--- src/daq_pkg.sv ---
`default_nettype none

package daq_pkg;

  ////////////////////////////////////////////////////////////////////////////
  // stream geometry
  ////////////////////////////////////////////////////////////////////////////

  localparam int DATA_WIDTH       = 128;
  localparam int SAMPLE_WIDTH     = 16;
  localparam int SAMPLES_PER_WORD = 8;
  localparam int ADC_WIDTH        = 12;  // upper 4 bits of every slot are ignored
  localparam int TIME_STAMP_WIDTH = 44;

  ////////////////////////////////////////////////////////////////////////////
  // header and footer fields
  ////////////////////////////////////////////////////////////////////////////

  localparam int HALF_WIDTH = 64;
  localparam int ID_WIDTH   = 4;

  // each framed field is preceded by a nibble of ones
  localparam logic [ID_WIDTH-1:0] FILL_NIBBLE = 4'b1111;

  localparam logic [ID_WIDTH-1:0] HEADER_ID = 4'b1100;
  localparam logic [ID_WIDTH-1:0] FOOTER_ID = 4'b0011;

  localparam int HEADER_PAD = HALF_WIDTH - 4 * ID_WIDTH - TIME_STAMP_WIDTH;
  localparam int FOOTER_PAD = HALF_WIDTH - 3 * ID_WIDTH - 2 * ADC_WIDTH;

  typedef enum logic [1:0] {
    ST_IDLE,
    ST_ACTIVE,  // the last accepted beat held a hit
    ST_HOLD     // counting down the post-trigger words
  } trig_state_e;

endpackage

`default_nettype wire
--- src/trig_if.sv ---
`timescale 1ns/1ps
`default_nettype none

// one framed beat, registered in the trigger FSM

interface trig_if;

  logic                                  beat;       // word accepted last cycle
  logic [daq_pkg::DATA_WIDTH-1:0]        data;
  logic                                  triggered;  // word lies inside a window
  logic [daq_pkg::TIME_STAMP_WIDTH-1:0]  time_stamp;
  logic [daq_pkg::ADC_WIDTH-1:0]         threshold;
  logic [daq_pkg::ADC_WIDTH-1:0]         baseline;

  // the last three hold what was in force at the first hit of a window

  modport fsm (
    output beat, data, triggered, time_stamp, threshold, baseline
  );

  modport framer (
    input beat, data, triggered, time_stamp, threshold, baseline
  );

endinterface

`default_nettype wire

--- src/daq_channel_top.sv ---
`timescale 1ns/1ps
`default_nettype none

module daq_channel_top #(
  parameter int CHANNEL_ID         = 0,
  parameter int POST_TRIGGER_WORDS = 3,
  parameter int FIFO_DEPTH         = 16
) (
  input  wire                            CLK,
  input  wire                            RESETN,
  input  wire                            s_valid,
  input  wire [daq_pkg::DATA_WIDTH-1:0]  s_data,
  output wire                            s_ready,
  input  wire [daq_pkg::ADC_WIDTH-1:0]   threshold,
  input  wire [daq_pkg::ADC_WIDTH-1:0]   baseline,
  output wire                            m_valid,
  output wire [daq_pkg::DATA_WIDTH-1:0]  m_data,
  input  wire                            m_ready
);

  wire                                 beat;
  wire                                 hold_load;
  wire                                 hold_done;
  wire [daq_pkg::TIME_STAMP_WIDTH-1:0] time_stamp;
  wire                                 push;
  wire [daq_pkg::DATA_WIDTH-1:0]       push_data;
  wire                                 room;

  trig_if trig ();

  acq_timer #(
    .POST_TRIGGER_WORDS(POST_TRIGGER_WORDS)
  ) u_timer (
    .CLK(CLK), .RESETN(RESETN), .beat(beat), .hold_load(hold_load),
    .time_stamp(time_stamp), .hold_done(hold_done)
  );

  trigger_fsm u_trigger (
    .CLK(CLK), .RESETN(RESETN), .s_valid(s_valid), .s_data(s_data), .room(room),
    .s_ready(s_ready), .threshold(threshold), .baseline(baseline),
    .time_stamp(time_stamp), .hold_done(hold_done), .beat(beat),
    .hold_load(hold_load), .trig(trig.fsm)
  );

  add_header_footer #(.CHANNEL_ID(CHANNEL_ID)) u_framer (
    .CLK(CLK), .RESETN(RESETN), .trig(trig.framer), .push(push), .push_data(push_data)
  );

  frame_fifo #(.DEPTH(FIFO_DEPTH)) u_fifo (
    .CLK(CLK), .RESETN(RESETN), .push(push), .push_data(push_data), .room(room),
    .m_valid(m_valid), .m_data(m_data), .m_ready(m_ready)
  );

endmodule

`default_nettype wire

--- src/frame_fifo.sv ---
`timescale 1ns/1ps
`default_nettype none

module frame_fifo #(
  parameter int DEPTH = 16
) (
  input  wire                            CLK,
  input  wire                            RESETN,
  input  wire                            push,
  input  wire [daq_pkg::DATA_WIDTH-1:0]  push_data,
  output logic                           room,
  output logic                           m_valid,
  output logic [daq_pkg::DATA_WIDTH-1:0] m_data,
  input  wire                            m_ready
);

  localparam int PTR_WIDTH = (DEPTH > 1) ? $clog2(DEPTH) : 1;
  localparam int CNT_WIDTH = $clog2(DEPTH + 1);

  logic [daq_pkg::DATA_WIDTH-1:0] mem [DEPTH];
  logic [PTR_WIDTH-1:0]           wr_ptr;
  logic [PTR_WIDTH-1:0]           rd_ptr;
  logic [CNT_WIDTH-1:0]           count;  // entries in mem, head register excluded

  logic head_free;
  logic from_mem;
  logic bypass;
  logic to_mem;

  assign head_free = !m_valid || m_ready;
  assign from_mem  = head_free && (count != '0);
  assign bypass    = head_free && (count == '0) && push;  // straight into the head
  assign to_mem    = push && !bypass;

  // three free entries cover the words still in the framing pipeline
  assign room = (count <= CNT_WIDTH'(DEPTH - 3));

  always_ff @(posedge CLK) begin
    if (!RESETN) begin
      wr_ptr  <= '0;
      rd_ptr  <= '0;
      count   <= '0;
      m_valid <= 1'b0;
    end else begin
      if (to_mem) begin
        wr_ptr <= (wr_ptr == PTR_WIDTH'(DEPTH - 1)) ? '0 : wr_ptr + 1'b1;
      end
      if (from_mem) begin
        rd_ptr <= (rd_ptr == PTR_WIDTH'(DEPTH - 1)) ? '0 : rd_ptr + 1'b1;
      end
      if (to_mem && !from_mem) begin
        count <= count + 1'b1;
      end else if (from_mem && !to_mem) begin
        count <= count - 1'b1;
      end
      if (head_free) begin
        m_valid <= from_mem || bypass;
      end
    end
  end

  always_ff @(posedge CLK) begin
    if (to_mem) begin
      mem[wr_ptr] <= push_data;
    end
    if (from_mem) begin
      m_data <= mem[rd_ptr];  // oldest word first, bypass only when mem is empty
    end else if (bypass) begin
      m_data <= push_data;
    end
  end

endmodule

`default_nettype wire

--- src/add_header_footer.sv ---
`timescale 1ns/1ps
`default_nettype none

module add_header_footer #(
  parameter int CHANNEL_ID = 0
) (
  input  wire                            CLK,
  input  wire                            RESETN,
  trig_if.framer                         trig,
  output logic                           push,
  output logic [daq_pkg::DATA_WIDTH-1:0] push_data
);

  localparam int SIDE_WIDTH = 2 * daq_pkg::ADC_WIDTH;
  localparam logic [daq_pkg::ID_WIDTH-1:0] CHANNEL_CODE = daq_pkg::ID_WIDTH'(CHANNEL_ID);

  logic [daq_pkg::DATA_WIDTH-1:0] data_d1;
  logic [daq_pkg::DATA_WIDTH-1:0] data_d2;
  logic                           flag_d1;
  logic                           flag_d2;
  logic                           flag_d3;
  logic [SIDE_WIDTH-1:0]          side_d1;  // baseline over threshold
  logic [SIDE_WIDTH-1:0]          side_d2;

  logic [daq_pkg::DATA_WIDTH-1:0] header;
  logic [daq_pkg::DATA_WIDTH-1:0] footer;
  logic                           rising;
  logic                           falling;

  ////////////////////////////////////////////////////////////////////////////
  // frame words
  ////////////////////////////////////////////////////////////////////////////

  // the time stamp in the interface still belongs to the window that opens
  assign header = {{daq_pkg::HALF_WIDTH{1'b1}},
                   daq_pkg::FILL_NIBBLE, CHANNEL_CODE,
                   daq_pkg::FILL_NIBBLE, trig.time_stamp,
                   {daq_pkg::HEADER_PAD{1'b0}}, daq_pkg::HEADER_ID};

  assign footer = {{daq_pkg::HALF_WIDTH{1'b1}},
                   daq_pkg::FILL_NIBBLE, side_d2[SIDE_WIDTH-1 -: daq_pkg::ADC_WIDTH],
                   daq_pkg::FILL_NIBBLE, side_d2[daq_pkg::ADC_WIDTH-1:0],
                   {daq_pkg::FOOTER_PAD{1'b0}}, daq_pkg::FOOTER_ID};

  // data_d2 is the word being emitted, flag_d1 the one after it
  assign rising  = !flag_d2 && flag_d1;
  assign falling = flag_d3 && !flag_d2;

  always_ff @(posedge CLK) begin
    if (!RESETN) begin
      flag_d1 <= 1'b0;
      flag_d2 <= 1'b0;
      flag_d3 <= 1'b0;
      push    <= 1'b0;
    end else begin
      push <= trig.beat && (flag_d1 || flag_d2 || flag_d3);
      if (trig.beat) begin
        flag_d1 <= trig.triggered;
        flag_d2 <= flag_d1;
        flag_d3 <= flag_d2;
      end
    end
  end

  always_ff @(posedge CLK) begin
    if (trig.beat) begin
      data_d1 <= trig.data;
      data_d2 <= data_d1;
      side_d1 <= {trig.baseline, trig.threshold};
      side_d2 <= side_d1;
      // a single idle word between two windows closes the old frame first
      if (falling) begin
        push_data <= footer;
      end else if (rising) begin
        push_data <= header;
      end else begin
        push_data <= data_d2;
      end
    end
  end

endmodule

`default_nettype wire

--- src/trigger_fsm.sv ---
`timescale 1ns/1ps
`default_nettype none

module trigger_fsm (
  input  wire                                  CLK,
  input  wire                                  RESETN,
  input  wire                                  s_valid,
  input  wire [daq_pkg::DATA_WIDTH-1:0]        s_data,
  input  wire                                  room,
  output logic                                 s_ready,
  input  wire [daq_pkg::ADC_WIDTH-1:0]         threshold,
  input  wire [daq_pkg::ADC_WIDTH-1:0]         baseline,
  input  wire [daq_pkg::TIME_STAMP_WIDTH-1:0]  time_stamp,
  input  wire                                  hold_done,
  output logic                                 beat,
  output logic                                 hold_load,
  trig_if.fsm                                  trig
);

  daq_pkg::trig_state_e state;
  daq_pkg::trig_state_e state_next;

  logic [daq_pkg::ADC_WIDTH:0] level;  // one bit wider so the sum cannot wrap
  logic                        hit;
  logic                        triggered_next;

  assign s_ready = room;
  assign beat    = s_valid && room;
  assign level   = {1'b0, baseline} + {1'b0, threshold};

  always_comb begin
    hit = 1'b0;
    for (int i = 0; i < daq_pkg::SAMPLES_PER_WORD; i++) begin
      if ({1'b0, s_data[i*daq_pkg::SAMPLE_WIDTH +: daq_pkg::ADC_WIDTH]} > level) begin
        hit = 1'b1;
      end
    end
  end

  ////////////////////////////////////////////////////////////////////////////
  // window state machine, steps on accepted beats only
  ////////////////////////////////////////////////////////////////////////////

  always_comb begin
    state_next     = state;
    triggered_next = 1'b0;
    hold_load      = 1'b0;
    if (beat) begin
      if (hit) begin
        state_next     = daq_pkg::ST_ACTIVE;
        triggered_next = 1'b1;
        hold_load      = 1'b1;  // every hit restarts the post-trigger count
      end else if (state != daq_pkg::ST_IDLE) begin
        if (hold_done) begin
          state_next = daq_pkg::ST_IDLE;  // first untriggered beat
        end else begin
          state_next     = daq_pkg::ST_HOLD;
          triggered_next = 1'b1;
        end
      end
    end
  end

  always_ff @(posedge CLK) begin
    if (!RESETN) begin
      state          <= daq_pkg::ST_IDLE;
      trig.beat      <= 1'b0;
      trig.triggered <= 1'b0;
    end else begin
      state     <= state_next;
      trig.beat <= beat;
      if (beat) begin
        trig.triggered <= triggered_next;
      end
    end
  end

  always_ff @(posedge CLK) begin
    if (beat) begin
      trig.data <= s_data;
    end
    // capture only when a new window opens
    if (beat && hit && state == daq_pkg::ST_IDLE) begin
      trig.time_stamp <= time_stamp;
      trig.threshold  <= threshold;
      trig.baseline   <= baseline;
    end
  end

endmodule

`default_nettype wire

--- src/acq_timer.sv ---
`timescale 1ns/1ps
`default_nettype none

module acq_timer #(
  parameter int POST_TRIGGER_WORDS = 3
) (
  input  wire                                  CLK,
  input  wire                                  RESETN,
  input  wire                                  beat,
  input  wire                                  hold_load,
  output logic [daq_pkg::TIME_STAMP_WIDTH-1:0] time_stamp,
  output logic                                 hold_done
);

  localparam int HOLD_WIDTH =
    (POST_TRIGGER_WORDS > 0) ? $clog2(POST_TRIGGER_WORDS + 1) : 1;

  logic [HOLD_WIDTH-1:0] hold_count;

  // time stamp is the index of the beat being accepted right now
  always_ff @(posedge CLK) begin
    if (!RESETN) begin
      time_stamp <= '0;
    end else if (beat) begin
      time_stamp <= time_stamp + 1'b1;
    end
  end

  always_ff @(posedge CLK) begin
    if (!RESETN) begin
      hold_count <= '0;
    end else if (hold_load) begin
      hold_count <= HOLD_WIDTH'(POST_TRIGGER_WORDS);
    end else if (beat && hold_count != '0) begin
      hold_count <= hold_count - 1'b1;  // only beats count down, idle cycles do not
    end
  end

  assign hold_done = (hold_count == '0);

endmodule

`default_nettype wire

--- config.mk ---
export PLATFORM = sky130hd
export DESIGN_NAME = daq_channel_top
export DESIGN_NICKNAME = d
export VERILOG_FILES = /design/src/daq_pkg.sv /design/src/trig_if.sv /design/src/daq_channel_top.sv /design/src/frame_fifo.sv /design/src/add_header_footer.sv /design/src/trigger_fsm.sv /design/src/acq_timer.sv
export SDC_FILE = /design/constraint.sdc
export NUM_CORES = 2
export LEC_CHECK = 0
export ABC_AREA = 1
export ABC_CLOCK_PERIOD_IN_PS = 22800
export BUFFER_PORTS_ARGS = -buffer_cell sky130_fd_sc_hd__buf_2
export CAP_MARGIN = 15
export CORE_AREA = 2 2 582 584
export CTS_CLUSTER_DIAMETER = 100
export DETAILED_ROUTE_END_ITERATION = 7
export DIE_AREA = 0 0 584 586
export PLACE_DENSITY = 0.46
export SLEW_MARGIN = 0
export SYNTH_ARGS = -nofsm -noshare
export SYNTH_HDL_FRONTEND = slang
export SYNTH_SLANG_ARGS = --single-unit
--- constraint.sdc ---
create_clock -name CLK -period 22.8 [get_ports CLK]
set_input_delay 0 -clock CLK [delete_from_list [all_inputs] [get_ports CLK]]
set_output_delay 0 -clock CLK [all_outputs]
set_load 0.05 [all_outputs]
; ---- Word level (Yosys, flattened, before mapping)
; Memory sizes are Yosys's and may differ from the RTL's. A register that Yosys moved wholly into a read port is not among the register bits.
; Index checks and enable logic that the tools add are counted.
[word_totals]
n_memories = 1
reg_bits = 824
mem_bits_ro = 0
out_inout_bits = 130
ramBits = 2048
word_cells = 108
latch_bits = 0
[memory_table]
columns = name, depth, word_bits, read_ports, rd_clocked_by_memory_dff, wr, line
row1 = u_fifo.mem, 16, 128, 1, 1, 1, frame_fifo.sv:20  ; logic [daq_pkg::DATA_WIDTH-1:0] mem [DEPTH];
[op_classes]
shift = 0
order_cmp = 9
eq_ne = 2
n_addsub = 7
muxes = 30
mul = 0
n_reduce_logical = 34
div_mod_pow = 0
n_bitwise = 0
[op_table]
columns = operator, n
row1 = two-way mux 128 bit, 2
row2 = two-way mux 60 bit, 2
row3 = > comparator 12 x 13 -> 1 bit, 8
row4 = adder 44 x 1 -> 44 bit (second input constant), 1
row5 = two-way mux 4 bit, 4
row6 = two-way mux 1 bit, 15
row7 = adder 12 x 12 -> 13 bit, 1
row8 = logical AND 1 bit, 13
row9 = nonzero test 2 bit, 6
row10 = two-way mux 2 bit, 5
row11 = two-way mux 5 bit, 2
row12 = adder 4 x 1 -> 4 bit (second input constant), 2
row13 = == test 4 bit (second input constant), 2
row14 = adder 5 x 1 -> 5 bit (second input constant), 1
row15 = <= comparator 5 x 4 -> 1 bit (second input constant), 1
row16 = zero test 1 bit, 5
row17 = zero test 5 bit, 1
row18 = nonzero test 5 bit, 1
row19 = subtractor 5 x 1 -> 5 bit (second input constant), 1
row20 = zero test 2 bit, 2
row21 = logical OR 1 bit, 4
row22 = AND reduction 2 bit, 1
row23 = OR reduction 2 bit, 1
row24 = subtractor 2 x 1 -> 2 bit (second input constant), 1

; ---- Depth between registers and ports, before layout
[depth]
word_depth = 13
depth_mapped = 24
mapped_depth_nobuf = 24

; ---- By module
; Synthesis repeated with hierarchy kept, for this count alone.
[hier_totals]
cells_unflattened = 8912
hier_area_um2 = 113246.1
[by_module_without_submodules]
columns = mod, cells_each, area_per_inst_um2, instances
row1 = frame_fifo, 7066, 87058.5, 1
row2 = add_header_footer, 785, 14672.8, 1
row3 = trigger_fsm, 646, 8958.6, 1
row4 = acq_timer, 415, 2556.2, 1

; ---- Worst setup path after synthesis
; No wires, ideal clock.
[synth_path]
kind = register to register
startpoint = register u_trigger.trig.beat
endpoint = register u_framer.flag_d2
arrival_time_ns = 11.307
n_path_buf = 0
path_stages_with_launch = 4
required_time_ns = 22.642
setup_slack_ns = 11.335
cell_sequence = dfxtp_1 -> inv_1 -> o21ai_0 -> a21oi_1
[synth_rtl]
columns = item, line
row1 = "start, declared", trig_if.sv:18  ; output beat, data, triggered, time_stamp, threshold, baseline
row2 = "end signal, assigned", add_header_footer.sv:59  ; flag_d2 <= flag_d1;
row3 = "end, declared", add_header_footer.sv:20  ; logic flag_d2;

==> metrics <==
DPL Wire Length=roughly 180000 µm; Mapped Nets=8251; simple-gate portion of the synthesized area=8.15%; Fillers=between 30000 and 40000; Max-Cap Viols=0; post-synthesis mux area share=0%; vias in the first global route=~67000; shortest period the worst path allows=5470 ps; Synth top area share=76.2%; global placement routability congestion=roughly 0.8; final-stage net count=8815; ys flop type=edfxtp_1; Fmax=roughly 0.18 GHz; Setup Viol. Count Final=0; Final ANT Viol Nets=0; crit share post-route=a little under a quarter; Clock Path Buffers=4; RSZ-0062 raised after global routing=no; complex-gate fraction of the synthesized area=approximately a tenth; status=finished clean; Clock Tree Root=clkbuf_16; post-synthesis xor/xnor area fraction=0.190%; cell accounting for the most synthesized area=edfxtp_1; synthesized flop and latch total=~2900; sequential share of the synthesized area=between 70% and 80%; clock sinks=about 2900; Crit. End Element=register; synthesis-to-finish area growth=17.9%; WL per Instance=about 26 µm; Finished Core Util=38.8%; Crit path required time=23500 ps; Via Count=between 60000 and 70000; die area=between 300000 and 400000 µm²; area of the multi-input gates=roughly 22000 µm²; number of enable flip-flop cells after synthesis=between 2000 and 3000; Post-CTS Setup Bufs=0; fin. max-slew vios=0; Peak VDD IR=about 0.00010 V; clk_lat worst skew=around 930 ps; Total GRT Usage=around a fifth; initial antenna violation count=30; Post-Synthesis Cell Area=~110000 µm²; syn avg cell area=13.8 µm²; CP max FO=175; most numerous cell in the Yosys netlist=edfxtp_1; synthesized instance count=approximately 8000; share of cells above drive strength 1=~11%; Post-synth top cells=edfxtp_1 (2804), nor2_1 (1416), o21ai_0 (1287), nand2_1 (553), o22ai_1 (525); CTS tree=done; largest net degree at the start of global routing=~180; fraction of the mapped netlist area in adder cells=under 10%; DRC marker count from the first detailed-route iteration=~6800; PwrDens=about 120 nW/µm²; Port Buffer Count=between 200 and 300; final wirelength=around 340000 µm; Post-CTS Resized=0; die height=between 500 and 600 µm; Reg clk slew, reported paths=~60 ps; main combinational cell family by area after synthesis=compound AO/OA/AOI/OAI gates; worst clock skew=about 50 ps; Hold Violations, Final=0; Num CTS Buffers=approximately 320; global-route wire length before repair=484000 µm; crit start category=register; H-Tree Depth=5; synth warn=0; DRT Pass-1 Iters=8; FP Rows=~210; Starting Density=about a third; Crit Path Class=reg -> reg; Core Region=336000 µm²; Avg Vias per Cell=just over 5; Synth cell types=between 50 and 60; drc violations=0; total gr overflow=0; Slew HR=~24%; CP Data Arrival Time=about 6200 ps; setup TNS=0 ps; IO Count=approximately 290; Leak=around 43 nW; dominant cells by area after synthesis=edfxtp_1 (76%), o21ai_0 (5.8%), nor2_1 (4.8%); storage element area=roughly 86000 µm²; Worst-Margin Slew=1140 ps; Hold Path Class=in -> reg; asr flop ratio synth=0%; Die W=584 µm
## report_power, final
| part | leakage, nW | internal [mW] | switching, mW |
|---|---|---|---|
| logic | 12.1 | 0.896 | 2.66 |
| registers | 26.2 | 6.38 | 0.358 |
| clock network | 5.00 | 2.92 | 2.14 |
| total | 43.3 | 10.2 | 5.16 |
## timing repair
item	in CTS	in global routing
endpoints found under the setup margin	0	0
endpoints found under the hold margin	248	0
hold buffers	309	0
## stage by stage
stage               worst slack [ps]  std cells  area [µm²]  power (mW)  hold slack (ps)
floorplan                      11340       7983      110000        9.06             98.9
finish                         17330      13200      130000        15.4              222
global placement               17590      12300      117000        10.4              184
global route                   17020      13200      130000        16.1              228
detailed placement             17460      12300      117000        10.4              178
CTS                            17430      13200      130000        15.5              136
## placed cells by master, fill, tap and decap left out, types with 8 or more instances in the layout
cell type,netlist,layout
clkbuf_16,0,332
nand2_1,553,550
buf_2,40,285
edfxtp_1,2804,2804
diode_2,0,8
buf_12,0,11
o21bai_1,8,8
clkinv_1,4,81
o21a_1,8,8
nand3_1,77,77
clkbuf_1,415,68
o21ai_0,1287,1287
or2_2,73,73
dlygate4sd3_1,0,309
clkbuf_8,0,9
nor2_4,4,20
o31ai_1,20,20
a31oi_1,51,51
nand4_1,17,17
nor2_1,1416,1400
dfxtp_1,72,67
inv_6,0,8
buf_4,1,115
o22ai_1,525,525
o221ai_1,63,63
nor3_1,38,37
bufinv_16,0,19
a21oi_1,120,119
ha_1,110,110
inv_1,145,140
clkinv_2,0,55
xor2_1,19,19
## routing by layer
| metal | up-vias | track usage, % | wire length [µm] |
|---|---|---|---|
| met3 | 465 | 2.69 | 20800 |
| met5 | - | 0 | 33 |
| met1 | 35100 | 27.9 | 155000 |
| met2 | 2276 | 30.7 | 157000 |
| met4 | 4 | 4.83 | 7450 |
| li1 | 30900 | - | - |
## cell families after synthesis
| logic type | after synthesis |
|---|---|
| DFF | 2876 |
| adders and majority gates | 112 |
| xor gates and xnor gates | 24 |
| buffers and inverters | 637 |
| AOI/OAI and AO/OA | 2110 |
| and+or+nand+nor | 2224 |
## state kept, by name, summed over array words and instances (netlist names), 4 cells and up, named ones only
name and cells:
u_fifo.wr_ptr 4, u_framer.data_d2 128, u_framer.data_d1 128, u_fifo.rd_ptr 4, u_framer.side_d1 24, u_framer.side_d2 24, u_trigger.trig.data 128, u_trigger.trig.baseline 12
u_trigger.trig.time_stamp 44, u_timer.time_stamp 44, u_fifo.mem 2048, u_fifo.count 5, u_framer.push_data 128, u_trigger.trig.threshold 12, u_fifo.m_data 128
## area by class of cell
| cell class | instances | share of cell area [%] |
|---|---|---|
| antenna | 8 | 0.0154 |
| clock buffer | 409 | 6.67 |
| clock inverter | 180 | 1.18 |
| inverter | 152 | 0.474 |
| multi-input combinational | 4470 | 17.3 |
| sequential | 2876 | 65.8 |
| tap | 4407 | 4.24 |
| timing repair buffer | 723 | 4.33 |
## critical path: stages (launching register included)
cell and delay [ps]:
dfxtp_4 770, buf_4 750, buf_12 540, buf_4 800
buf_4 920, o21ai_0 250, o22ai_1 260, nand2_1 80
nand2_1 90, a21oi_1 50, o31ai_1 300
## worst paths after layout
path                                        from  slack (ps)                         endpoint  cells after the start
hold reg to reg   u_framer.data_d1[29]$_DFFE_PP_         390   u_framer.data_d2[29]$_DFFE_PP_                      0
setup reg to reg                        register       17330      u_fifo.m_data[76]$_DFFE_PP_                     10
hold / removal                           s_valid         220  u_trigger.state[0]$_SDFFE_PN0P_                      5
setup / recovery                        register       17330      u_fifo.m_data[76]$_DFFE_PP_                     10
No activity file was read; power rests on OpenSTA's default activity.
